`src/rtl/procPkg.sv`:
```
// Processor ISA and datapath types
package procPkg;

   localparam int DataWidth = 16;            // One machine word
   localparam int RegCount = 8;
   localparam int RegAddrBits = 3;
   localparam int ImemAddrBits = 8;          // 256 instruction words
   localparam int DmemAddrBits = 8;          // 256 data words
   localparam logic [RegAddrBits-1:0] LinkReg = 3'd7;  // JAL destination

   // Major opcodes, bits 15:11
   typedef enum logic [4:0] {
      OpHalt  = 5'b00000,
      OpNop   = 5'b00001,
      OpJ     = 5'b00100,
      OpJal   = 5'b00110,
      OpAddi  = 5'b01000,
      OpSubi  = 5'b01001,
      OpXori  = 5'b01010,
      OpAndni = 5'b01011,
      OpBeqz  = 5'b01100,
      OpBnez  = 5'b01101,
      OpBltz  = 5'b01110,
      OpSt    = 5'b10000,
      OpLd    = 5'b10001,
      OpSlbi  = 5'b10010,
      OpLbi   = 5'b11000,
      OpAluR  = 5'b11011
   } opcode_e;

   // R-format funct, bits 1:0
   typedef enum logic [1:0] {FnAdd = 2'b00, FnSub = 2'b01, FnXor = 2'b10, FnAndn = 2'b11} funct_e;

   typedef enum logic [2:0] {AluAdd, AluSub, AluXor, AluAndn, AluSlbi} aluOp_e;
   typedef enum logic [2:0] {ImmSext5, ImmZext5, ImmSext8, ImmZext8, ImmSext11} immSel_e;
   typedef enum logic [1:0] {DestRd, DestRt, DestRs, DestLink} destSel_e;
   typedef enum logic [1:0] {WbAlu, WbMem, WbLink, WbImm} wbSel_e;
   typedef enum logic [2:0] {BrNone, BrEqz, BrNez, BrLtz, BrAlways} brCond_e;

   typedef struct packed {
      logic     regWrite;
      destSel_e destSel;
      immSel_e  immSel;
      aluOp_e   aluOp;
      logic     aluSrcImm;   // Second ALU operand is the immediate
      logic     memWrite;
      wbSel_e   wbSel;
      brCond_e  brCond;
      logic     halt;
      logic     illegal;
   } ctrl_t;

   typedef struct packed {
      logic [DataWidth-1:0]   rsVal;
      logic [DataWidth-1:0]   rtVal;
      logic [DataWidth-1:0]   imm;
      logic [RegAddrBits-1:0] destAddr;
   } operands_t;

   typedef struct packed {
      logic                   en;
      logic [RegAddrBits-1:0] addr;
      logic [DataWidth-1:0]   data;
   } regWrite_t;

   typedef struct packed {
      logic                    valid;
      logic [DataWidth-1:0]    pc;
      logic                    regWe;
      logic [RegAddrBits-1:0]  regAddr;
      logic [DataWidth-1:0]    regData;
      logic                    memWe;
      logic [DmemAddrBits-1:0] memAddr;
      logic [DataWidth-1:0]    memData;   // Store data or load result
   } retire_t;

   typedef struct packed {
      logic [ImemAddrBits-1:0] addr;
      logic [DataWidth-1:0]    instr;
   } progLoad_t;

endpackage

```
`src/rtl/decode.sv`:
```
// Register file and operand decode
`timescale 1ns/1ps
module decode (
   input  logic                          clk,
   input  logic                          rstN,
   input  logic [procPkg::DataWidth-1:0] instr,
   input  procPkg::ctrl_t                ctrl,
   input  procPkg::regWrite_t            wr,
   output procPkg::operands_t            ops
);

   logic [procPkg::DataWidth-1:0] regs [procPkg::RegCount];

   // One write port, driven by writeback
   always_ff @(posedge clk) begin
      if (!rstN) begin
         for (int i = 0; i < procPkg::RegCount; i++) begin
            regs[i] <= '0;
         end
      end else if (wr.en) begin
         regs[wr.addr] <= wr.data;
      end
   end

   always_comb begin
      // Two read ports, old value seen within the writing cycle
      ops.rsVal = regs[instr[10:8]];
      ops.rtVal = regs[instr[7:5]];   // Also the store data

      case (ctrl.immSel)
         procPkg::ImmSext5: ops.imm = {{(procPkg::DataWidth-5){instr[4]}}, instr[4:0]};
         procPkg::ImmZext5: ops.imm = {{(procPkg::DataWidth-5){1'b0}}, instr[4:0]};
         procPkg::ImmSext8: ops.imm = {{(procPkg::DataWidth-8){instr[7]}}, instr[7:0]};
         procPkg::ImmZext8: ops.imm = {{(procPkg::DataWidth-8){1'b0}}, instr[7:0]};
         default: ops.imm = {{(procPkg::DataWidth-11){instr[10]}}, instr[10:0]};  // disp11
      endcase

      case (ctrl.destSel)
         procPkg::DestRd: ops.destAddr = instr[4:2];
         procPkg::DestRt: ops.destAddr = instr[7:5];
         procPkg::DestRs: ops.destAddr = instr[10:8];
         default: ops.destAddr = procPkg::LinkReg;
      endcase
   end

endmodule

```
`config.mk`:
```
export PLATFORM = sky130hd
export DESIGN_NAME = decode
export DESIGN_NICKNAME = d
export VERILOG_FILES = /design/src/rtl/procPkg.sv /design/src/rtl/decode.sv
export SDC_FILE = /design/constraint.sdc
export NUM_CORES = 1
export LEC_CHECK = 0
export BUFFER_PORTS_ARGS = -buffer_cell sky130_fd_sc_hd__buf_4
export CAP_MARGIN = 20
export CORE_ASPECT_RATIO = 0.5
export CORE_UTILIZATION = 55
export CTS_BUF_LIST = sky130_fd_sc_hd__clkbuf_8
export CTS_CLUSTER_SIZE = 25
export DETAILED_ROUTE_END_ITERATION = 10
export PLACE_DENSITY = 0.81
export SYNTH_ARGS = -nofsm -noshare
export SYNTH_HDL_FRONTEND = slang
export SYNTH_SLANG_ARGS = --single-unit
export TNS_END_PERCENT = 10
```
`constraint.sdc`:
```
create_clock -name clk -period 3 [get_ports clk]
set_clock_uncertainty 0.2 [all_clocks]
set_input_delay 0.15 -clock clk [delete_from_list [all_inputs] [get_ports clk]]
set_output_delay 0.15 -clock clk [all_outputs]
set_load 0.05 [all_outputs]
```
# Word level (Yosys, flattened, before mapping)
# Memories as Yosys holds them, arrays and structs flattened.
# Index checks and enable logic that the tools add are counted.
# totals
ff_bits	0
ram_bits	128
inputBits	56
word_cells	18
n_memories	1
# op_classes
eq_ne	5
n_mux	9
reduce_logical	3
# memory_table
memory	depth	width	read_ports	rd_ports_with_merged_regs	wr	line_no	text
regs	8	16	2	0	8	decode.sv:12	logic [procPkg::DataWidth-1:0] regs [procPkg::RegCount];
# op_table
op	n
case mux 16 bit (4 select lines)	1
2-to-1 mux 16 bit	1
OR reduction 16 bit	1
case mux 3 bit (3 select lines)	1
equality test 3 x 2 -> 1 bit (second input constant)	2
2-to-1 mux 1 bit	5
equality test 3 x 1 -> 1 bit (second input constant)	1
logical NOT 3 bit	1
2-to-1 mux 3 bit	1
equality test 2 x 1 -> 1 bit (second input constant)	1
equality test 2 bit (second input constant)	1
logical NOT 2 bit	1

# Logic depth before layout (Yosys ltp)
# depth
word_depth	5
ltp_mapped	5
depth_no_buf	2

# Worst setup path after synthesis
# Ideal clock, no wire load.
# synth_timing
path_type	input to output
start	input port instr[7] (netlist name)
end	output port ops[14] (netlist name)
t_arrival_ns	2.489
required_ns	2.650
setup_slack_ns	0.161
stages	4
n_path_buf	2
path_cell_list	clkbuf_1 mux2i_1 o31ai_1 buf_4
# synth_lines
element	line_no	text
start: declaration	decode.sv:6	input logic [procPkg::DataWidth-1:0] instr,
end: declaration	decode.sv:9	output procPkg::operands_t ops

==> results.json <==
{
  "outcome": "completed",
  "seqCellArea_sq_um": 3840,
  "top_layer": "met4",
  "ir_drop_uv": 365,
  "post-route-drc-count": 0,
  "multi_input_area_sq_um": 2880,
  "htreeDepth": 4,
  "final_max_slew_viol_count": 0,
  "powerDensity_nw_per_um2": 605,
  "async_flop_share_pct": 0,
  "fin_crit_sh_pct": 75.2,
  "cts-buffers-inserted": 17,
  "rsz0062_at_grt": "false",
  "synth_top_area_share_pct": 53.9,
  "critical_path.max_stage_delay_ns": 0.55,
  "largest_reg_flops": 128,
  "utilization_pct": 69.2,
  "finalPower_mw": 5.12,
  "met3RoutedLength_microns": 1770,
  "cts_tree": "done",
  "die-area_sq_um": 13500,
  "core_sq_um": 12200,
  "hold_buffers": 13,
  "overflow": 0,
  "cap_violations": 0,
  "via_per_inst": 6.77,
  "placed_cells": 675,
  "finalHoldViolations": 0,
  "gp_congestion": 0.733,
  "antenna_cells": 0,
  "grt_pass1_wl_microns": 26500,
  "ant_nets": 0,
  "avgSynthCellArea_sq_um": 15.4,
  "fin_setup_tns_ns": 0,
  "cts_resized": 0,
  "synth_flop_cell": "edfxtp_1",
  "firstDrtPassIters": 5,
  "wirelength_microns": 17600,
  "fmax_ghz": 0.443,
  "fin_ws_ns": 0.744,
  "crit_family": "multiplexers",
  "drive_gt1_share_pct": 33.5,
  "cp_max_fo": 2,
  "holdWs_ns": 0.0131,
  "placed_area_sq_um": 7790,
  "syn-num-nets": 520,
  "yosysTopAreaCell": "edfxtp_1",
  "combPwrFrac_pct": 18.8,
  "final_area_sq_um": 8470,
  "internal-power_mw": 3.77,
  "worst_pin_slew_ns": 0.802,
  "yosys.cell_types.count": 24,
  "seq_area_frac_synth_pct": 53.9,
  "final.fill_count": 785,
  "cts_setup_buffers": 0,
  "grt_max_degree": 65,
  "place_ws_ns": 0.844,
  "root_buffer": "clkbuf_8",
  "synth_common_cells": "128 x edfxtp_1, 128 x nor3_1, 55 x mux4_1, 35 x mux2_2, 32 x clkbuf_1",
  "layout.cells.non_filler": 720,
  "period_minus_slack_ns": 2.26,
  "wl_met1_microns": 6600,
  "row_count": 28,
  "regMostFlops": "regs",
  "yosysWarnings": 0,
  "worst-setup-path-type": "register to primary output",
  "wl_met2_microns": 8860,
  "cp.arrival_ns": 1.91,
  "synth_edf_count": 128,
  "cp_slowest_cell": "mux4_1",
  "pin_count": 107,
  "path_clk_slew_ns": 0.07,
  "setup_viol": 0,
  "pwr-share-seq_pct": 41.7,
  "drtIter0Drc": 398,
  "relSlewSlack_pct": 46.6,
  "swShare_pct": 26.3,
  "place.detailed.hpwl_microns": 10200,
  "layout.nets": 598,
  "clock_power_share_pct": 39.5,
  "cts_num_sinks": 128,
  "cts_buffer_depth": 2,
  "largestRegisters": "regs (128)",
  "port_buffers": 84,
  "synth_area_sq_um": 7130,
  "crit_path_end_kind": "primary output",
  "die_h_microns": 82.5,
  "p_switching_mw": 1.35,
  "areaGrowthSynthToFinish_pct": 18.7,
  "synth-seq-cells": 128,
  "critPathRequiredTime_ns": 2.65,
  "chipWidth_microns": 163,
  "antenna_found_initial": 0,
  "startpoint_type": "register",
  "p_leak_nw": 2.99,
  "start_util_pct": 58.3,
  "critPathBufInv": 1,
  "hp-class": "input port to register",
  "wl_per_cell_microns": 24.5,
  "syn_inst": 464,
  "yosys-top-cells-area": "edfxtp_1 54%, mux4_1 20%, nor3_1 9.0%",
  "crit_chain": "mux4_1 -> mux2_2 -> buf_4",
  "vias": 4874,
  "track_usage_pct": 27.7,
  "grt_pass1_vias": 4810
}
logic make-up after synthesis:
kind of cell | share of synthesized area [%]
AO/OA/AOI/OAI | 1.47
buffers and inverters | 5.86
flip-flops | 53.9
multiplexers | 28.8
AND/OR/NAND/NOR | 10.0
placed cells by master, fill, tap and decap left out, types with 2 or more instances in the layout:
master and n:
mux4_2 9, o21ai_1 8, dlygate4sd3_1 13, nand2b_1 3, o22a_1 2, o21ai_0 3
o31ai_1 3, clkbuf_8 17, bufinv_16 9, edfxtp_1 128, buf_4 107, mux4_1 55
mux2_2 35, nand2_1 7, nor3_1 128, clkinv_4 2, clkinv_1 16
final timing paths:
kind | depth (start not counted) | startpoint | to | slack, ns
worst min-delay path | 3 | wr[15] | regs[0][15]$_SDFFCE_PN0P_ | 0.01
worst max-delay path | 3 | regs[3][4]$_SDFFCE_PN0P_ | ops[39] | 0.74
routing by layer:
metal | GRT usage, % | vias to the layer above
li1 | - | 2066
met1 | 34.0 | 2429
met2 | 48.0 | 337
met3 | 5.79 | 42
met4 | 13.5 | 0
met5 | 0 | -
power groups by stage:
stage | Sequential (mW) | Combinational [mW] | Clock, mW
finish | 2.13 | 0.962 | 2.03
global route | 2.14 | 1.00 | 2.10
CTS | 2.13 | 0.960 | 2.03
detailed placement | 2.17 | 0.942 | 0
global placement | 2.16 | 0.928 | 0
floorplan | 2.15 | 0.695 | 0
cell type report:
cell class / count / area share [%]
inverters: 16 / 0.709
clock buffers: 17 / 2.76
multi-input cells: 259 / 34.0
clock inverters: 15 / 3.69
repair buffers: 120 / 11.0
well taps: 165 / 2.44
flip-flops and latches: 128 / 45.4
Power figures use the tool's default switching activity.
