File: src/rtl/procPkg.sv
// Processor ISA and datapath types
package procPkg;

   localparam int DataWidth = 16;            // One machine word
   localparam int RegCount = 8;
   localparam int RegAddrBits = 3;
   localparam int ImemAddrBits = 8;          // 256 instruction words
   localparam int DmemAddrBits = 8;          // 256 data words
   localparam logic [RegAddrBits-1:0] LinkReg = 3'd7;  // JAL destination

   // Major opcodes, bits 15:11
   typedef enum logic [4:0] {
      OpHalt  = 5'b00000,
      OpNop   = 5'b00001,
      OpJ     = 5'b00100,
      OpJal   = 5'b00110,
      OpAddi  = 5'b01000,
      OpSubi  = 5'b01001,
      OpXori  = 5'b01010,
      OpAndni = 5'b01011,
      OpBeqz  = 5'b01100,
      OpBnez  = 5'b01101,
      OpBltz  = 5'b01110,
      OpSt    = 5'b10000,
      OpLd    = 5'b10001,
      OpSlbi  = 5'b10010,
      OpLbi   = 5'b11000,
      OpAluR  = 5'b11011
   } opcode_e;

   // R-format funct, bits 1:0
   typedef enum logic [1:0] {FnAdd = 2'b00, FnSub = 2'b01, FnXor = 2'b10, FnAndn = 2'b11} funct_e;

   typedef enum logic [2:0] {AluAdd, AluSub, AluXor, AluAndn, AluSlbi} aluOp_e;
   typedef enum logic [2:0] {ImmSext5, ImmZext5, ImmSext8, ImmZext8, ImmSext11} immSel_e;
   typedef enum logic [1:0] {DestRd, DestRt, DestRs, DestLink} destSel_e;
   typedef enum logic [1:0] {WbAlu, WbMem, WbLink, WbImm} wbSel_e;
   typedef enum logic [2:0] {BrNone, BrEqz, BrNez, BrLtz, BrAlways} brCond_e;

   typedef struct packed {
      logic     regWrite;
      destSel_e destSel;
      immSel_e  immSel;
      aluOp_e   aluOp;
      logic     aluSrcImm;   // Second ALU operand is the immediate
      logic     memWrite;
      wbSel_e   wbSel;
      brCond_e  brCond;
      logic     halt;
      logic     illegal;
   } ctrl_t;

   typedef struct packed {
      logic [DataWidth-1:0]   rsVal;
      logic [DataWidth-1:0]   rtVal;
      logic [DataWidth-1:0]   imm;
      logic [RegAddrBits-1:0] destAddr;
   } operands_t;

   typedef struct packed {
      logic                   en;
      logic [RegAddrBits-1:0] addr;
      logic [DataWidth-1:0]   data;
   } regWrite_t;

   typedef struct packed {
      logic                    valid;
      logic [DataWidth-1:0]    pc;
      logic                    regWe;
      logic [RegAddrBits-1:0]  regAddr;
      logic [DataWidth-1:0]    regData;
      logic                    memWe;
      logic [DmemAddrBits-1:0] memAddr;
      logic [DataWidth-1:0]    memData;   // Store data or load result
   } retire_t;

   typedef struct packed {
      logic [ImemAddrBits-1:0] addr;
      logic [DataWidth-1:0]    instr;
   } progLoad_t;

endpackage

File: src/rtl/execute.sv
// ALU and branch resolution
`timescale 1ns/1ps
module execute (
   input  procPkg::ctrl_t                ctrl,
   input  procPkg::operands_t            ops,
   input  logic [procPkg::DataWidth-1:0] pcNext1,
   output logic [procPkg::DataWidth-1:0] aluResult,
   output logic                          taken,
   output logic [procPkg::DataWidth-1:0] target
);

   logic [procPkg::DataWidth-1:0] opB;

   assign opB = ctrl.aluSrcImm ? ops.imm : ops.rtVal;

   always_comb begin
      case (ctrl.aluOp)
         procPkg::AluAdd: aluResult = ops.rsVal + opB;   // Also load/store address
         procPkg::AluSub: aluResult = ops.rsVal - opB;
         procPkg::AluXor: aluResult = ops.rsVal ^ opB;
         procPkg::AluAndn: aluResult = ops.rsVal & ~opB;
         procPkg::AluSlbi: aluResult = {ops.rsVal[7:0], 8'h00} | opB;
         default: aluResult = ops.rsVal + opB;
      endcase
   end

   // Condition always tests Rs
   always_comb begin
      case (ctrl.brCond)
         procPkg::BrEqz: taken = (ops.rsVal == '0);
         procPkg::BrNez: taken = (ops.rsVal != '0);
         procPkg::BrLtz: taken = ops.rsVal[procPkg::DataWidth-1];
         procPkg::BrAlways: taken = 1'b1;
         default: taken = 1'b0;
      endcase
   end

   // imm8 for branches, disp11 for jumps, both relative to PC+1
   assign target = pcNext1 + ops.imm;

endmodule

File: config.mk
export PLATFORM = sky130hd
export DESIGN_NAME = execute
export DESIGN_NICKNAME = d
export VERILOG_FILES = /design/src/rtl/procPkg.sv /design/src/rtl/execute.sv
export SDC_FILE = /design/constraint.sdc
export NUM_CORES = 1
export LEC_CHECK = 0
export ABC_AREA = 0
export BUFFER_PORTS_ARGS = -buffer_cell sky130_fd_sc_hd__buf_2
export CORE_ASPECT_RATIO = 2
export CORE_MARGIN = 4
export CORE_UTILIZATION = 51
export DETAILED_ROUTE_END_ITERATION = 16
export GPL_ROUTABILITY_DRIVEN = 0
export MAX_ROUTING_LAYER = met4
export PLACE_DENSITY = 0.89
export RECOVER_POWER = 100
export SETUP_SLACK_MARGIN = 0.05
export SYNTH_ARGS = -nofsm -noshare
export SYNTH_HDL_FRONTEND = slang
export SYNTH_SLANG_ARGS = --single-unit
File: constraint.sdc
create_clock -name vclk -period 4.1
set_input_delay 0.205 -clock vclk [all_inputs]
set_output_delay 0.205 -clock vclk [all_outputs]
set_load 0.02 [all_outputs]
Yosys cells after proc, flatten, opt, wreduce, memory -nomap -nowiden

Cells that the tools add are included.
W data, S select, Z words.

Shift-type cells: 0
Bitwise gates (word level): 4
Multiply operators: 0
Div/mod/pow operators: 0
$add $sub $neg: 3
$lt $le $gt $ge: 0
Eq/ne operators: 8
Mux-type cells: 3
Reductions and logical operators: 2

Operator list:

| operator             | count |
|---|---|
| $pmux W16 S4         | 1 |
| $add A16 B16 Y16     | 2 |
| $and A16 B16 Y16     | 1 |
| $logic_not A16 Y1    | 1 |
| $mux W16             | 1 |
| $not A16 Y16         | 1 |
| $or A16 B16 Y16      | 1 |
| $reduce_bool A16 Y1  | 1 |
| $sub A16 B16 Y16     | 1 |
| $xor A16 B16 Y16     | 1 |
| $eq A3 B2 Y1 const B | 4 |
| $eq A3 B1 Y1 const B | 2 |
| $eq A3 B3 Y1 const B | 2 |
| $pmux W1 S4          | 1 |

Bits in writable memories: 0
Bits in latches: 0
Memories kept: 0
Register bits after elaboration: 0
Input bits: 85
Output and inout bits: 33
Bits in read-only memories: 0

Logic depth before layout (Yosys ltp)

Depth in word-level cells: 4
Depth in mapped cells: 17
Gate-level depth less buffers: 15

Worst setup path before layout

No wires, ideal clock.

Path type: input-to-output
Start: input ctrl[8] (netlist bit)
End: output aluResult[13] (netlist bit)
Stages: 17
Data required time: 3.895 ns
Data arrival time: 3.350 ns
Setup slack: 0.545 ns
Path buffers: 2
Cells stage by stage: buf_6 buf_6 mux2i_1 ha_1 o21ai_1 nand3b_1 o21ai_0 nand2_1 xor2_1 ha_1 a21o_1 a21oi_1 o21bai_1 a41o_1 a31oi_1 xor2_1 o221ai_1

Word-level cells in the longest chain between the ends: 4
Elaborated cells between the ends (all ways): 8
Classes of those cells: 2 x add/sub; 2 x mux; 4 x bitwise

RTL lines:

| item                                                                     | RTL line      | text |
|---|---|---|
| start: declaration                                                       | execute.sv:4  | `input procPkg::ctrl_t ctrl,` |
| $mux W16 *                                                               | execute.sv:14 | `assign opB = ctrl.aluSrcImm ? ops.imm : ops.rtVal;` |
| parallel branches: the longest is 2 deep, another holds $add A16 B16 Y16 | -             |  |
| $pmux W16 S4 *                                                           | execute.sv:17 | `case (ctrl.aluOp)` |
| end: declaration                                                         | execute.sv:7  | `output logic [procPkg::DataWidth-1:0] aluResult,` |

Every way passes the cells marked *.

Worst setup path in the final report

Start: input ctrl[8] (netlist bit)
End: output aluResult[15] (netlist bit)

Same word-level chain as after synthesis.

==> results_dict.tcl <==
set metrics [dict create \
    status "completed" \
    drive_gt1_frac 0.217 \
    vdd.ir_drop.worst_v 0.000133 \
    grt_pass1_wl_mm 14.2 \
    fmax_mhz 259 \
    internal_power_mw 0.273 \
    seq_area_frac_synth 0 \
    antenna_left 0 \
    grt_pass1_vias 3334 \
    rsz0062_at_grt "false" \
    rows 37 \
    synthesis.instances 384 \
    critPathMaxFanout 6 \
    min_period_ns 3.86 \
    worstHoldPathCells 3 \
    p_leak_nw 1.59 \
    p_per_area_nw_per_um2 209 \
    drtIter0Drc 122 \
    path_buf_inv 2 \
    nNetsFinal 616 \
    tightest_slew_ns 0.556 \
    cp.arrival_ns 3.65 \
    wl_per_cell_um 16.5 \
    core_area_um2 5230 \
    clkbuf_count 0 \
    finalCritPeriodShare 0.941 \
    place_ws_ns 0.370 \
    numSequentialCells 0 \
    crit_required_ns 3.89 \
    multi_input_area_um2 2610 \
    critPathSlowestCell "ha_1" \
    ys_types 63 \
    cp_cell_sequence "buf_2 > mux2i_1 > ha_1 > o21ai_1 > nand3b_1 > o21ai_0 > nand2_1 > xor2_1 > ha_1 > and2_1 > nand2_1 > o21ai_0 > a221oi_2 > xnor2_1 > o221ai_1 > buf_2" \
    setup_violations 0 \
    fillers 503 \
    die_w_um 60.3 \
    maxCapViolations 0 \
    num_vias 3313 \
    syn2layout_area_growth_pct 18.2 \
    io_buffer_count 104 \
    layout.cells.most_common "buf_2" \
    initial_core_util 0.534 \
    hp-class "in -> out" \
    syn_area_um2 2790 \
    grt_max_degree 26 \
    power.total_mw 0.689 \
    hold_path_end "target[0]" \
    synth.net_count 518 \
    slew_violations 0 \
    p_seq_frac 0 \
    grt_overflow 0 \
    syn_avg_cell_area_um2 7.27 \
    chipHeight_um 113 \
    slew-limit-headroom 0.619 \
    drc 0 \
    combPwrFrac 1.000 \
    io_pins 118 \
    yosys_warnings 0 \
    track_usage 0.265 \
    path_class "in -> out" \
    drt_wl_total_mm 8.86 \
    cp-start-kind "primary input" \
    final_cell_mix "buf_2 (80), ha_1 (47), nand2_1 (42)" \
    firstDrtPassIters 4 \
    antenna_cells 0 \
    min-delay-start "pcNext1[0]" \
    stdcell_count 538 \
    power.share.clock 0 \
    hpwl_mm 7.62 \
    swShare 0.604 \
    antenna_found_initial 0 \
    final-seq-area_um2 0 \
    tns_ns 0 \
    routed_via_density 6.16 \
    hold_viol_final 0 \
    worst_slack_ns 0.243 \
    max_stage_delay_ns 0.40 \
    dp.cells 538 \
    dieArea_um2 6800 \
    cp-end-kind "output port" \
    power.switching_mw 0.416 \
    crit_path_start "ctrl[8]" \
    cpLargestDelayFamily "compound AO/OA/AOI/OAI gates" \
]
## worst max path at each step
stage / cells past startpoint / to / slack, ns
after floorplan: 17 / aluResult[13] / 0.54
after global placement: 17 / aluResult[13] / 0.46
after detailed placement: 17 / aluResult[13] / 0.37
after CTS: 17 / aluResult[13] / 0.36
after global routing: 17 / aluResult[13] / 0.05
final: 16 / aluResult[15] / 0.24
## repair_timing
item	CTS	global route
hold buffers	0	0
endpoints found under the hold margin	0	0
resized for setup	0	1
setup endpoints to repair	0	1
buffers inserted	0	0
## per-layer routing
layer,track usage,wire length (µm),up-vias
met1,0.257,3040,1507
met5,-,0,-
li1,-,-,1622
met3,0.0104,459,43
met4,0.124,475,0
met2,0.501,4880,141
## cell usage after synthesis (all sizes together) (3+ instances only)
cell / number / area [µm²]
a31oi: 5 / 31.3
o211ai: 4 / 43.8
nor3: 6 / 30.0
a21o: 12 / 92.6
nor2: 31 / 116
ha: 47 / 588
o21a: 5 / 37.5
nor3b: 3 / 22.5
xnor2: 27 / 236
buf: 4 / 38.8
mux2i: 19 / 226
nor4: 6 / 43.8
o221ai: 9 / 78.8
nand2: 42 / 158
o21ai: 29 / 149
nand3: 4 / 20.0
o21bai: 3 / 26.3
inv: 21 / 78.8
a21oi: 35 / 179
xor2: 11 / 96.3
a221oi: 3 / 50.1
o22ai: 3 / 18.8
nand2b: 6 / 37.5
and2: 4 / 25.0
nand4: 3 / 18.8
clkbuf: 10 / 37.5
a211oi: 3 / 22.5
## kinds of logic (layout without fill, tap and decap cells)
kind of cell               count (synthesis)  count (layout)  synth area share
buffers and inverters                     35             131            0.0556
xor gates and xnor gates                  38              38             0.119
adders and majority gates                 49              49             0.225
AOI/OAI and AO/OA                        127             127             0.319
muxes                                     20              20            0.0851
and+or+nand+nor                          115             115             0.196
## power by group through the flow
stage	logic (mW)	clock network [mW]	registers, mW
4_1_cts	0.708	0	0
3_3_place_gp	0.684	0	0
6_report	0.689	0	0
5_1_grt	0.756	0	0
2_1_floorplan	0.507	0	0
3_5_place_dp	0.704	0	0
## layout make-up
class / count / share of cell area
Tap cell: 58 / 0.0220
Inverter: 21 / 0.0239
Timing Repair Buffer: 110 / 0.163
Multi-Input combinational cell: 349 / 0.792
## per-stage QoR
stage	utilization	instance area [µm²]	hold WS, ns
floorplan	-	2790	0.610
global placement	0.641	3350	0.738
detailed placement	0.641	3350	0.739
CTS	0.641	3350	0.742
global route	0.631	3300	0.845
finish	0.631	3300	0.817
Power figures use the tool's default switching activity.
