`src/rtl/procPkg.sv`:
```
// Processor ISA and datapath types
package procPkg;

   localparam int DataWidth = 16;            // One machine word
   localparam int RegCount = 8;
   localparam int RegAddrBits = 3;
   localparam int ImemAddrBits = 8;          // 256 instruction words
   localparam int DmemAddrBits = 8;          // 256 data words
   localparam logic [RegAddrBits-1:0] LinkReg = 3'd7;  // JAL destination

   // Major opcodes, bits 15:11
   typedef enum logic [4:0] {
      OpHalt  = 5'b00000,
      OpNop   = 5'b00001,
      OpJ     = 5'b00100,
      OpJal   = 5'b00110,
      OpAddi  = 5'b01000,
      OpSubi  = 5'b01001,
      OpXori  = 5'b01010,
      OpAndni = 5'b01011,
      OpBeqz  = 5'b01100,
      OpBnez  = 5'b01101,
      OpBltz  = 5'b01110,
      OpSt    = 5'b10000,
      OpLd    = 5'b10001,
      OpSlbi  = 5'b10010,
      OpLbi   = 5'b11000,
      OpAluR  = 5'b11011
   } opcode_e;

   // R-format funct, bits 1:0
   typedef enum logic [1:0] {FnAdd = 2'b00, FnSub = 2'b01, FnXor = 2'b10, FnAndn = 2'b11} funct_e;

   typedef enum logic [2:0] {AluAdd, AluSub, AluXor, AluAndn, AluSlbi} aluOp_e;
   typedef enum logic [2:0] {ImmSext5, ImmZext5, ImmSext8, ImmZext8, ImmSext11} immSel_e;
   typedef enum logic [1:0] {DestRd, DestRt, DestRs, DestLink} destSel_e;
   typedef enum logic [1:0] {WbAlu, WbMem, WbLink, WbImm} wbSel_e;
   typedef enum logic [2:0] {BrNone, BrEqz, BrNez, BrLtz, BrAlways} brCond_e;

   typedef struct packed {
      logic     regWrite;
      destSel_e destSel;
      immSel_e  immSel;
      aluOp_e   aluOp;
      logic     aluSrcImm;   // Second ALU operand is the immediate
      logic     memWrite;
      wbSel_e   wbSel;
      brCond_e  brCond;
      logic     halt;
      logic     illegal;
   } ctrl_t;

   typedef struct packed {
      logic [DataWidth-1:0]   rsVal;
      logic [DataWidth-1:0]   rtVal;
      logic [DataWidth-1:0]   imm;
      logic [RegAddrBits-1:0] destAddr;
   } operands_t;

   typedef struct packed {
      logic                   en;
      logic [RegAddrBits-1:0] addr;
      logic [DataWidth-1:0]   data;
   } regWrite_t;

   typedef struct packed {
      logic                    valid;
      logic [DataWidth-1:0]    pc;
      logic                    regWe;
      logic [RegAddrBits-1:0]  regAddr;
      logic [DataWidth-1:0]    regData;
      logic                    memWe;
      logic [DmemAddrBits-1:0] memAddr;
      logic [DataWidth-1:0]    memData;   // Store data or load result
   } retire_t;

   typedef struct packed {
      logic [ImemAddrBits-1:0] addr;
      logic [DataWidth-1:0]    instr;
   } progLoad_t;

endpackage

```
`src/rtl/control.sv`:
```
// Main instruction decoder
`timescale 1ns/1ps
module control (
   input  logic [procPkg::DataWidth-1:0] instr,
   output procPkg::ctrl_t                ctrl
);

   procPkg::opcode_e opcode;
   procPkg::funct_e  funct;

   assign opcode = procPkg::opcode_e'(instr[15:11]);
   assign funct  = procPkg::funct_e'(instr[1:0]);

   always_comb begin
      ctrl = '0;   // No writes, no branch
      case (opcode)
         procPkg::OpHalt: ctrl.halt = 1'b1;
         procPkg::OpNop: ;
         procPkg::OpJ: begin
            ctrl.immSel = procPkg::ImmSext11;
            ctrl.brCond = procPkg::BrAlways;
         end
         procPkg::OpJal: begin
            ctrl.immSel   = procPkg::ImmSext11;
            ctrl.brCond   = procPkg::BrAlways;
            ctrl.regWrite = 1'b1;
            ctrl.destSel  = procPkg::DestLink;   // r7 gets PC+1
            ctrl.wbSel    = procPkg::WbLink;
         end
         procPkg::OpAddi, procPkg::OpSubi, procPkg::OpXori, procPkg::OpAndni: begin
            ctrl.regWrite  = 1'b1;
            ctrl.destSel   = procPkg::DestRt;
            ctrl.aluSrcImm = 1'b1;
            ctrl.wbSel     = procPkg::WbAlu;
            // Arithmetic sign extends, logic zero extends
            ctrl.immSel    = opcode[1] ? procPkg::ImmZext5 : procPkg::ImmSext5;
            case (opcode)
               procPkg::OpSubi: ctrl.aluOp = procPkg::AluSub;
               procPkg::OpXori: ctrl.aluOp = procPkg::AluXor;
               procPkg::OpAndni: ctrl.aluOp = procPkg::AluAndn;
               default: ctrl.aluOp = procPkg::AluAdd;
            endcase
         end
         procPkg::OpBeqz: begin
            ctrl.immSel = procPkg::ImmSext8;
            ctrl.brCond = procPkg::BrEqz;
         end
         procPkg::OpBnez: begin
            ctrl.immSel = procPkg::ImmSext8;
            ctrl.brCond = procPkg::BrNez;
         end
         procPkg::OpBltz: begin
            ctrl.immSel = procPkg::ImmSext8;
            ctrl.brCond = procPkg::BrLtz;
         end
         procPkg::OpSt, procPkg::OpLd: begin
            ctrl.immSel    = procPkg::ImmSext5;   // Address is Rs + imm5
            ctrl.aluSrcImm = 1'b1;
            ctrl.aluOp     = procPkg::AluAdd;
            ctrl.memWrite  = (opcode == procPkg::OpSt);
            ctrl.regWrite  = (opcode == procPkg::OpLd);
            ctrl.destSel   = procPkg::DestRt;
            ctrl.wbSel     = procPkg::WbMem;
         end
         procPkg::OpSlbi: begin
            ctrl.regWrite  = 1'b1;
            ctrl.destSel   = procPkg::DestRs;
            ctrl.immSel    = procPkg::ImmZext8;
            ctrl.aluSrcImm = 1'b1;
            ctrl.aluOp     = procPkg::AluSlbi;
            ctrl.wbSel     = procPkg::WbAlu;
         end
         procPkg::OpLbi: begin
            ctrl.regWrite = 1'b1;
            ctrl.destSel  = procPkg::DestRs;
            ctrl.immSel   = procPkg::ImmSext8;
            ctrl.wbSel    = procPkg::WbImm;   // Immediate straight to Rs
         end
         procPkg::OpAluR: begin
            ctrl.regWrite = 1'b1;
            ctrl.destSel  = procPkg::DestRd;
            ctrl.wbSel    = procPkg::WbAlu;
            case (funct)
               procPkg::FnSub: ctrl.aluOp = procPkg::AluSub;
               procPkg::FnXor: ctrl.aluOp = procPkg::AluXor;
               procPkg::FnAndn: ctrl.aluOp = procPkg::AluAndn;
               default: ctrl.aluOp = procPkg::AluAdd;
            endcase
         end
         default: ctrl.illegal = 1'b1;   // Writes stay low from the default
      endcase
   end

endmodule

```
`config.mk`:
```
export PLATFORM = sky130hd
export DESIGN_NAME = control
export DESIGN_NICKNAME = d
export VERILOG_FILES = /design/src/rtl/procPkg.sv /design/src/rtl/control.sv
export SDC_FILE = /design/constraint.sdc
export NUM_CORES = 1
export LEC_CHECK = 0
export ABC_AREA = 1
export BUFFER_PORTS_ARGS = -buffer_cell sky130_fd_sc_hd__buf_2
export CAP_MARGIN = 15
export CORE_AREA = 3 3 40 42
export DETAILED_ROUTE_END_ITERATION = 6
export DIE_AREA = 0 0 43 45
export PLACE_DENSITY = 0.58
export SLEW_MARGIN = 20
export SYNTH_ARGS = -nofsm -noshare
export SYNTH_HDL_FRONTEND = slang
export SYNTH_SLANG_ARGS = --single-unit
```
`constraint.sdc`:
```
create_clock -name vclk -period 1.4
set_input_delay 0.42 -clock vclk [all_inputs]
set_output_delay 0.42 -clock vclk [all_outputs]
set_load 0.05 [all_outputs]
```
# After elaboration in Yosys (flattened, before gate mapping)
# Index checks and enable logic that the tools add are counted.
# classes
eq_ne	18
muxes	12
n_reduce_logical	8
# ops
operator	n
$eq A5 B4 Y1 const B	7
$eq A5 B5 Y1 const B	5
$pmux W3 S4	2
$pmux W2 S3	3
$reduce_or A16 Y1	1
$pmux W3 S5	1
$eq A5 B3 Y1 const B	2
$pmux W3 S3	1
$reduce_or A4 Y1	2
$reduce_or A7 Y1	1
$reduce_or A2 Y1	3
$eq A5 B1 Y1 const B	1
$logic_not A5 Y1	1
$mux W1	5
$eq A2 B2 Y1 const B	2
$eq A2 B1 Y1 const B	1
# word_totals
ff_bits	0
input_bits	16
out_inout_bits	18
wordCells	38

# Logic depth before layout (Yosys ltp)
# depth
word_depth	3
mapped_depth	7
depth_no_buf	6

# Least setup slack after synthesis
# Ideal clock, no wire load.
# synth_path
path_type	input -> output
start	input port instr[15] (netlist bit)
end	output port ctrl[9] (netlist bit)
t_arrival_ns	1.871
required_ns	0.980
path_slack_ns	-0.891
cell_stages	4
n_path_buf	1
cell_sequence	buf_4 inv_2 nand3_2 o21ai_0
# synth_rtl
item	line	text
from (decl)	control.sv:4	input logic [procPkg::DataWidth-1:0] instr,
to (decl)	control.sv:5	output procPkg::ctrl_t ctrl

==> results.cfg <==
[outcome]
status = finished with violations
failed_checks = setup timing

[place]
place_congestion = 0.746
portBuffers = 25
dp.cells = 135
hpwl_um = 1300
place_ws_ps = -519

[synth]
yosys_warnings = 0
syn-cell-area_um2 = 319
synthTopCellsByArea = nand2_1 (26%), nor2_1 (24%), nand3_1 (14%), inv_1 (11%), nor2_2 (7.8%)
ys_types = 12
synth_area_per_cell_um2 = 4.31
syn_inst = 74
syn-num-nets = 90
yosysSeqAreaShare_pct = 0
synth_top_area_cell = nand2_1
yosysTopAreaCellShare_pct = 25.9

[route]
routedWlPerCell_um = 19.6
drt-initial-drc-count = 33
drt-total-wl_um = 2700
final_antenna_net_count = 0
viasPerCell = 5.30
dr.pass1.iters = 4
vias = 731
drc = 0

[floorplanning]
start_util_pct = 24.8
placementRows = 13
dieWidth_um = 43
fp.dieH_um = 45
ios = 34
fp.dieArea_mm2 = 0.00194
core_region_area_mm2 = 0.00128

[timing]
slew_headroom_pct = 86.5
setup_ws_ps = -345
fin_hold_ws_ps = 1200
tightestPinTransition_ps = 202
rsz0062_at_grt = true
drv_slew = 0
period_share_pct = 125
hold_viol_final = 0
period_needed_ps = 1750
max_freq_ghz = 0.573
setup_viol = 18

[critical_path]
cp_slowest_cell = buf_4
critPathArrivalTime_ps = 1330
crit_cells = 7
worst-path-buf-inv = 4
worstPathRequired_ps = 980
max_stage_delay_ps = 180
cp-end-kind = primary output
worstSetupPathType = in -> out
path_max_fanout = 5
cp_top_family = buffers and inverters
start_kind = primary input
crit_chain = buf_12 > buf_6 > nor2_4 > nand3_1 > buf_4 > nand2_4 > buf_8

[finish]
fin_cells = 138
clock_buffers = 0
final_nets = 141
syn_to_final_growth_pct = 286
drive_above_1_share_pct = 88.6
num_antenna_cells = 0
fillers = 33
n_sequential_cell = 0
mostFrequentLayoutCell = buf_4
seq_area_um2 = 0
mostFrequentLayoutCells = buf_4 (18), nor2_4 (17), buf_8 (15)

[global_route]
grt_pass1_wl_um = 3330
antenna_found_initial = 0
grt_use_total_pct = 22.1
grt_max_degree = 10
grt_pass1_vias = 672
grt-ovfl-total = 0

[power]
p_per_area_mw_per_mm2 = 347
vdd_drop_max_mv = 0.201
power.leakage_nw = 0.547

[flow_run]
max-cap-violations = 0

[hold_path]
hold_depth = 4
min_path_type = in -> out

[clock_network]
hold_buffers = 0
[cells by family (layout without fill, tap and decap cells)]
logic type	after synthesis	after routing	share of synthesized area, %
and+or+nand+nor	57	57	76.5
AOI/OAI and AO/OA	4	4	7.06
buffers and inverters	13	62	16.5
[power by group]
part | internal (W) | total, W | leakage (nW) | switching, W
logic | 0.000175 | 0.000428 | 0.547 | 0.000253
registers | 0 | 0 | 0 | 0
clock network | 0 | 0 | 0 | 0
total | 0.000175 | 0.000428 | 0.547 | 0.000253
[repair_timing]
action / in CTS / in global routing
pin swaps: 20 / 23
buffers inserted: 1 / 2
endpoints found under the setup margin: 18 / 18
gates resized for setup: 77 / 24
endpoints found under the hold margin: 0 / 0
[final cells by class]
type                            count  area (um2)  area share, %
Inverter                           12        71.3           5.79
Multi-Input combinational cell     61         586           47.5
Tap cell                           15        18.8           1.52
Timing Repair Buffer               50         557           45.2
[final timing paths]
kind	endpoint	startpoint	slack (ps)
setup / recovery	ctrl[12]	instr[11]	-350
hold / removal	ctrl[9]	instr[0]	1200
[routing by layer]
layer	global-route usage, %	vias to the layer above	routed length [um]
met3	0	6	122
met5	0	-	0
li1	-	327	-
met4	0	0	61
met2	45.2	39	1560
met1	27.6	359	963
[per-stage QoR]
stage	util, %	power [W]	TNS [ps]	area, um2
after floorplan	-	0.000206	-1890	571
after global placement	66.9	0.000296	-7540	860
after detailed placement	66.9	0.000299	-7770	860
after CTS	87.8	0.000383	-4140	1130
after global routing	95.9	0.000443	-5090	1230
final	95.9	0.000428	-4530	1230
[synth_stat cells]
| cell | instances |
|---|---|
| a21oi_1 | 1 |
| o31ai_1 | 1 |
| inv_1 | 9 |
| nand2_1 | 22 |
| inv_2 | 3 |
| o21ai_0 | 2 |
| nor2_1 | 20 |
| buf_4 | 1 |
| nand3_2 | 1 |
| nand3_1 | 9 |
| nor2_2 | 4 |
| nand4_1 | 1 |
[worst min-delay path, stage by stage]
cell	delay [ps]
buf_2	90
nand2_2	60
o21ai_4	50
buf_6	150
Note: power is estimated with default switching activity, not from simulation.
