--- config.mk ---
export PLATFORM = sky130hd
export DESIGN_NAME = writeback
export DESIGN_NICKNAME = d
export VERILOG_FILES = /design/src/rtl/procPkg.sv /design/src/rtl/writeback.sv
export SDC_FILE = /design/constraint.sdc
export NUM_CORES = 1
export LEC_CHECK = 0
export BUFFER_PORTS_ARGS = -buffer_cell sky130_fd_sc_hd__clkbuf_2
export CELL_PAD_IN_SITES_DETAIL_PLACEMENT = 1
export CELL_PAD_IN_SITES_GLOBAL_PLACEMENT = 1
export CORE_MARGIN = 2
export CORE_UTILIZATION = 15
export DETAILED_ROUTE_END_ITERATION = 10
export MAX_ROUTING_LAYER = met4
export PLACE_DENSITY = 0.95
export RECOVER_POWER = 100
export SLEW_MARGIN = 20
export SYNTH_ARGS = -nofsm -noshare
export SYNTH_HDL_FRONTEND = slang
export SYNTH_SLANG_ARGS = --single-unit
--- constraint.sdc ---
create_clock -name vclk -period 1.9
set_input_delay 0 -clock vclk [all_inputs]
set_output_delay 0 -clock vclk [all_outputs]
set_load 0.02 [all_outputs]
--- src/rtl/procPkg.sv ---
// Processor ISA and datapath types
package procPkg;

   localparam int DataWidth = 16;            // One machine word
   localparam int RegCount = 8;
   localparam int RegAddrBits = 3;
   localparam int ImemAddrBits = 8;          // 256 instruction words
   localparam int DmemAddrBits = 8;          // 256 data words
   localparam logic [RegAddrBits-1:0] LinkReg = 3'd7;  // JAL destination

   // Major opcodes, bits 15:11
   typedef enum logic [4:0] {
      OpHalt  = 5'b00000,
      OpNop   = 5'b00001,
      OpJ     = 5'b00100,
      OpJal   = 5'b00110,
      OpAddi  = 5'b01000,
      OpSubi  = 5'b01001,
      OpXori  = 5'b01010,
      OpAndni = 5'b01011,
      OpBeqz  = 5'b01100,
      OpBnez  = 5'b01101,
      OpBltz  = 5'b01110,
      OpSt    = 5'b10000,
      OpLd    = 5'b10001,
      OpSlbi  = 5'b10010,
      OpLbi   = 5'b11000,
      OpAluR  = 5'b11011
   } opcode_e;

   // R-format funct, bits 1:0
   typedef enum logic [1:0] {FnAdd = 2'b00, FnSub = 2'b01, FnXor = 2'b10, FnAndn = 2'b11} funct_e;

   typedef enum logic [2:0] {AluAdd, AluSub, AluXor, AluAndn, AluSlbi} aluOp_e;
   typedef enum logic [2:0] {ImmSext5, ImmZext5, ImmSext8, ImmZext8, ImmSext11} immSel_e;
   typedef enum logic [1:0] {DestRd, DestRt, DestRs, DestLink} destSel_e;
   typedef enum logic [1:0] {WbAlu, WbMem, WbLink, WbImm} wbSel_e;
   typedef enum logic [2:0] {BrNone, BrEqz, BrNez, BrLtz, BrAlways} brCond_e;

   typedef struct packed {
      logic     regWrite;
      destSel_e destSel;
      immSel_e  immSel;
      aluOp_e   aluOp;
      logic     aluSrcImm;   // Second ALU operand is the immediate
      logic     memWrite;
      wbSel_e   wbSel;
      brCond_e  brCond;
      logic     halt;
      logic     illegal;
   } ctrl_t;

   typedef struct packed {
      logic [DataWidth-1:0]   rsVal;
      logic [DataWidth-1:0]   rtVal;
      logic [DataWidth-1:0]   imm;
      logic [RegAddrBits-1:0] destAddr;
   } operands_t;

   typedef struct packed {
      logic                   en;
      logic [RegAddrBits-1:0] addr;
      logic [DataWidth-1:0]   data;
   } regWrite_t;

   typedef struct packed {
      logic                    valid;
      logic [DataWidth-1:0]    pc;
      logic                    regWe;
      logic [RegAddrBits-1:0]  regAddr;
      logic [DataWidth-1:0]    regData;
      logic                    memWe;
      logic [DmemAddrBits-1:0] memAddr;
      logic [DataWidth-1:0]    memData;   // Store data or load result
   } retire_t;

   typedef struct packed {
      logic [ImemAddrBits-1:0] addr;
      logic [DataWidth-1:0]    instr;
   } progLoad_t;

endpackage

--- src/rtl/writeback.sv ---
// Writeback select and retire record
`timescale 1ns/1ps
module writeback (
   input  procPkg::ctrl_t                ctrl,
   input  procPkg::operands_t            ops,
   input  logic [procPkg::DataWidth-1:0] aluResult,
   input  logic [procPkg::DataWidth-1:0] memData,
   input  logic [procPkg::DataWidth-1:0] pc,
   input  logic [procPkg::DataWidth-1:0] pcNext1,
   input  logic                          busy,
   output procPkg::regWrite_t            wr,
   output procPkg::retire_t              retire
);

   logic                          retiring;
   logic [procPkg::DataWidth-1:0] wbData;

   assign retiring = busy && !ctrl.illegal;   // Illegal never retires

   always_comb begin
      case (ctrl.wbSel)
         procPkg::WbAlu: wbData = aluResult;
         procPkg::WbMem: wbData = memData;
         procPkg::WbLink: wbData = pcNext1;
         default: wbData = ops.imm;   // LBI
      endcase
   end

   assign wr.en   = retiring && ctrl.regWrite;
   assign wr.addr = ops.destAddr;
   assign wr.data = wbData;

   always_comb begin
      retire.valid   = retiring;
      retire.pc      = pc;
      retire.regWe   = wr.en;
      retire.regAddr = ops.destAddr;
      retire.regData = wbData;
      retire.memWe   = retiring && ctrl.memWrite;
      retire.memAddr = aluResult[procPkg::DmemAddrBits-1:0];
      retire.memData = ctrl.memWrite ? ops.rtVal : memData;   // Store data on ST
   end

endmodule

==> After elaboration in Yosys (flattened, before gate mapping) <==
Cells that the tools add are included.
{ "classes": {"eq_ne": 2, "mux": 2, "n_reduce_logical": 5} }
{ "op_table": {"columns": ["op", "n"], "rows": [
  ["$pmux W16 S3", 1],
  ["$mux W16", 1],
  ["$logic_and A1 B1 Y1", 3],
  ["$eq A2 B1 Y1 const B", 1],
  ["$eq A2 B2 Y1 const B", 1],
  ["$logic_not A2 Y1", 1],
  ["$logic_not A1 Y1", 1]
]} }
{ "totals": {"register_bits": 0, "inputBits": 134, "out_inout_bits": 82, "word_cells": 9} }

==> Logic depth before layout (Yosys ltp) <==
Gate-level depths: netlist of the first run.
{ "logic_depth": {"word_depth": 3, "mapped_depth": 4, "ltp_nobuf": 1} }

==> Least setup slack after synthesis of the first run <==
OpenSTA, ideal clock, no wires.
{ "synth_timing": {"path_kind": "in2out", "start": "input port ctrl[5] (netlist name)", "end": "output port wr[10] (netlist name)", "arrival_time_ns": 1.026, "t_required_ns": 1.900, "slack_ns": 0.874, "stages": 4, "path_buffers": 3, "cell_sequence": "buf_6 -> buf_12 -> mux4_2 -> buf_4"} }
{ "synth_rtl": {"columns": ["element", "line_no", "source"], "rows": [
  ["start: declaration", "writeback.sv:4", "input procPkg::ctrl_t ctrl,"],
  ["end: declaration", "writeback.sv:11", "output procPkg::regWrite_t wr,"]
]} }

==> impl_metrics.csv, run 1 <==
group,metric,value,unit
run_status,status,"completed",
finish,diodes,0,
finish,syn_to_final_growth,35.1,%
die,ios,216,
sta,fmax,689,MHz
logic_synthesis,ys_warn_count,0,
run,cap_violations,0,
power,leakagePower,0.000650,uW
power,ir_drop,86.6,uV
clocking,cts_resized,0,
sta,slew_viol_final,0,
global_route,antenna_found_initial,0,
logic_synthesis,yosys.area.top_type,"buf_4",
power,power_density,337,nW/um^2
finish,layout.nets,318,
worst_setup_path,setup.worst_path.start,"ctrl[5]",
logic_synthesis,syn_area_per_cell,11.2,sq um
worst_setup_path,critPathKind,"input pin to output pin",
worst_setup_path,cp.required,1.90,ns
finish,seq_cells,0,
die,die-area,7320,sq um
worst_setup_path,endpoint_kind,"output pin",
die,dieHeight,85.6,microns
logic_synthesis,synth_top_area_share,36.1,%
sta,rsz0062_at_grt,"false",
drt,drc,0,
power,p_total,455,uW
sta,fin_ws,0.449,ns
finish,layout_commonest_cell,"clkbuf_2",
drt,viasPerCell,4.10,
logic_synthesis,synth_area_leaders,"buf_4, mux4_2, mux2_2",
sta,finalSetupTns,0,ns
die,start_util,15.6,%
sta,worst_pin_slew,1.08,ns
place,dp_hpwl,4060,microns
logic_synthesis,synthesis.nets,223,
finish,drive_gt1_share,63.7,%
sta,min_period,1.45,ns
sta,setup_viol,0,
finish,final_cell_area,1350,sq um
finish,clkbuf_count,0,
worst_setup_path,worst_path_max_delay_cell,"mux4_2",
place,place_ws,0.546,ns
finish,num-fill-cells,844,
place,place_congestion,0.709,
sta,finalHoldViolations,0,
drt,dr.pass1.iters,4,
place,post_dp_cell_area,1420,sq um
die,coreArea,6390,sq um
worst_setup_path,cp.arrival,1.45,ns
finish,multi_input_area,587,sq um
global_route,track_usage,11.3,%
worst_hold_path,hold_path_class,"input pin to output pin",
worst_setup_path,startpoint_type,"input pin",
finish,seq_area,0,sq um
drt,num_vias,1062,
logic_synthesis,yosys.cell_types.count,9,
global_route,first_global_vias,1254,
die,rows,29,
sta,min_period_over_period,76.4,%
logic_synthesis,syn_inst,89,
drt,wirelength,4470,microns
finish,final_cell_mix,"clkbuf_2, clkbuf_1, mux2_2",
global_route,grt.overflow.total,0,
clocking,hold_buffers,0,
die,die_x,85.6,microns
drt,ant_nets,0,
worst_setup_path,path_cells,"clkbuf_2 -> clkbuf_2 -> mux4_2 -> clkbuf_1",
global_route,grt_start_max_net_pins,18,
sta,slew_headroom,28.3,%
global_route,grt_pass1_wl,6440,microns
drt,wl_per_cell,17.3,microns
worst_setup_path,crit_top_cell,"clkbuf_2",
drt,drt_iter0_drc,16,
clocking,post_cts_buffers,0,
worst_setup_path,setup.worst_path.end,"retire[34]",
place,port-buffer-count,146,
worst_setup_path,cp_slowest_stage_delay,0.58,ns
logic_synthesis,yosysSeqAreaShare,0,%
worst_setup_path,crit_fanout,10,
logic_synthesis,synthesis.area,998,sq um
## worst min path at each step
stage | slack, ns | endpoint | start | depth (start not counted)
2_1_floorplan | 0.11 | retire[16] | aluResult[0] | 1
3_3_place_gp | 0.0001 | retire[49] | pc[4] | 0
3_5_place_dp | 0.0001 | retire[49] | pc[4] | 0
4_1_cts | 0.0001 | retire[49] | pc[4] | 0
5_1_grt | 0.00003 | retire[50] | pc[5] | 0
6_report | 0.000008 | retire[50] | pc[5] | 0
## cell families (layout without fill, tap and decap cells)
kind of cell | count (synthesis) | after routing | synth area share [%]
multiplexers | 32 | 32 | 56.4
buffers and inverters | 54 | 147 | 41.2
AND/OR/NAND/NOR | 3 | 3 | 2.38
## power breakdown
part           total [uW]  switching (uW)  internal, uW
Sequential              0               0             0
Clock                   0               0             0
Combinational         455             271           184
Total                 455             271           184
## through the flow
step | hold slack [ns] | cells | util, %
finish | 0.00000774 | 259 | 21.1
floorplan | 0.113 | 89 | -
global placement | 0.000137 | 259 | 22.3
detailed placement | 0.000137 | 259 | 22.3
CTS | 0.000137 | 259 | 22.3
global route | 0.0000301 | 259 | 21.1
## Yosys cell counts
master,instances
and3b_1,2
buf_12,1
buf_2,4
buf_4,48
buf_6,1
mux2_2,16
mux4_1,6
mux4_2,10
nor2b_1,1
## metal layers
| metal | vias to the layer above | GRT usage (%) | routed length, microns |
|---|---|---|---|
| met5 | - | - | 0 |
| met4 | 0 | 0.577 | 16 |
| met3 | 2 | 2.98 | 392 |
| met2 | 63 | 21.9 | 2490 |
| met1 | 524 | 12.0 | 1570 |
| li1 | 473 | - | - |
## final cells by class
class / instances / area share, %
repair buffers: 147 / 49.4
multi-input cells: 35 / 43.5
well taps: 77 / 7.14
## critical path: cells and delay by family
family | cells | cell delay, ns
mux | 1 | 0.58
buf+inv | 3 | 0.86
No activity file was read; power rests on OpenSTA's default activity.
==> inputs of run 2 (changes only) <==
--- a/config.mk
+++ b/config.mk
@@ -9,10 +9,10 @@
 export CELL_PAD_IN_SITES_DETAIL_PLACEMENT = 1
 export CELL_PAD_IN_SITES_GLOBAL_PLACEMENT = 1
 export CORE_MARGIN = 2
-export CORE_UTILIZATION = 15
+export CORE_UTILIZATION = 13
 export DETAILED_ROUTE_END_ITERATION = 10
 export MAX_ROUTING_LAYER = met4
-export PLACE_DENSITY = 0.95
+export PLACE_DENSITY = 0.89
 export RECOVER_POWER = 100
 export SLEW_MARGIN = 20
 export SYNTH_ARGS = -nofsm -noshare
==> constraint.sdc (replaced) <==
create_clock -name vclk -period 1.2
set_input_delay 0 -clock vclk [all_inputs]
set_output_delay 0 -clock vclk [all_outputs]
set_load 0.02 [all_outputs]
==> run 2 against run 1 <==
  * Utilization fell by 1.2 points
  * Total power rose by 68%
  * Hold slack barely moved
  * First-iteration DRC count fell by 19%
  * Combinational power rose by 68%
==> impl_metrics.csv, run 2 (synthesis results as in run 1) <==
group,metric,value,unit
drt,drt_iter0_drc,13,
global_route,first_global_vias,1206,
global_route,antenna_found_initial,0,
worst_setup_path,worst_path_max_delay_cell,"mux4_1",
worst_setup_path,path_cells,"clkbuf_2 -> buf_12 -> mux4_1 -> clkbuf_2",
die,die_x,91.6,microns
finish,clkbuf_count,0,
worst_hold_path,hold_depth,0,
die,coreArea,7330,sq um
finish,seq_cells,0,
drt,ant_nets,0,
clocking,cts_resized,0,
finish,multi_input_area,587,sq um
finish,diodes,0,
sta,setup_viol,0,
drt,dr.pass1.iters,4,
sta,slew_viol_final,0,
place,place_congestion,0.676,
worst_setup_path,setup.worst_path.start,"ctrl[5]",
finish,final_cell_mix,"clkbuf_2, clkbuf_1, mux2_2",
global_route,grt_pass1_wl,6440,microns
drt,viasPerCell,3.78,
place,port-buffer-count,146,
power,power_density,521,nW/um^2
finish,layout.nets,321,
worst_hold_path,hold_path_class,"input pin to output pin",
sta,finalHoldViolations,0,
drt,wl_per_cell,15.7,microns
worst_hold_path,worstHoldEndpoint,"retire[47]",
sta,fmax,910,MHz
sta,fin_ws,0.101,ns
clocking,post_cts_buffers,0,
global_route,grt.overflow.total,0,
finish,final_cell_area,1460,sq um
worst_setup_path,crit_top_cell,"clkbuf_2",
worst_setup_path,endpoint_kind,"output pin",
finish,num-fill-cells,909,
worst_setup_path,startpoint_type,"input pin",
die,start_util,13.6,%
die,die-area,8400,sq um
power,leakagePower,0.000736,uW
worst_setup_path,critPathKind,"input pin to output pin",
finish,syn_to_final_growth,46.5,%
finish,drive_gt1_share,75.1,%
worst_setup_path,cp.buffers_inverters,3,
drt,wirelength,4470,microns
clocking,hold_buffers,0,
drt,num_vias,1073,
finish,layout_commonest_cell,"clkbuf_2",
die,rows,31,
worst_setup_path,cp_slowest_stage_delay,0.59,ns
worst_setup_path,cp_top_family,"multiplexers",
sta,min_period,1.10,ns
place,place_ws,0.0765,ns
sta,finalSetupTns,0,ns
worst_hold_path,hold_start,"pc[2]",
sta,rsz0062_at_grt,"false",
sta,min_period_over_period,91.6,%
run_status,status,"completed",
power,ir_drop,134,uV
run,cap_violations,0,
drt,drc,0,
worst_setup_path,cp.required,1.20,ns
finish,seq_area,0,sq um
sta,worst_pin_slew,0.472,ns
worst_setup_path,crit_fanout,11,
place,post_dp_cell_area,1510,sq um
global_route,grt_start_max_net_pins,17,
global_route,track_usage,9.89,%
die,dieHeight,91.6,microns
die,ios,216,
worst_setup_path,cp.arrival,1.10,ns
sta,whs,0.00000743,ns
sta,slew_headroom,68.5,%
==> run 2: cell types whose count changed in the layout (fill, tap and decap cells not counted) <==
cell and change:
buf_12 +3, mux2_1 -1, clkbuf_1 -19, buf_4 +1
clkbuf_2 +18, mux2_2 +1
==> run 2: power by group <==
part / switching (uW) / internal, uW
clock network: 0 / 0
registers: 0 / 0
logic: 436 / 327
==> run 2: cell type report <==
class              count  area share, %
multi-input cells     35           40.1
repair buffers       150           51.4
well taps             99           8.47
==> run 2: through the flow <==
stage | cells | util (%) | total power (uW)
6_report | 284 | 20.0 | 763
5_1_grt | 284 | 20.0 | 812
4_1_cts | 284 | 20.6 | 802
3_5_place_dp | 284 | 20.6 | 800
3_3_place_gp | 284 | 20.6 | 781
2_1_floorplan | 89 | - | 645
==> run 2: how the worst max path moves through the flow <==
stage,end,slack (ns),depth (start not counted)
floorplan,wr[10],0.17,4
global placement,wr[3],0.1,4
detailed placement,wr[3],0.08,4
CTS,wr[3],0.07,4
global route,retire[9],0.04,4
finish,wr[3],0.10,4
==> run 2: per-layer routing <==
layer	share of wire (%)	track usage, %
met1	37	11.6
met2	55	18.6
met3	7.3	1.56
met4	0.49	0.505
met5	0	-
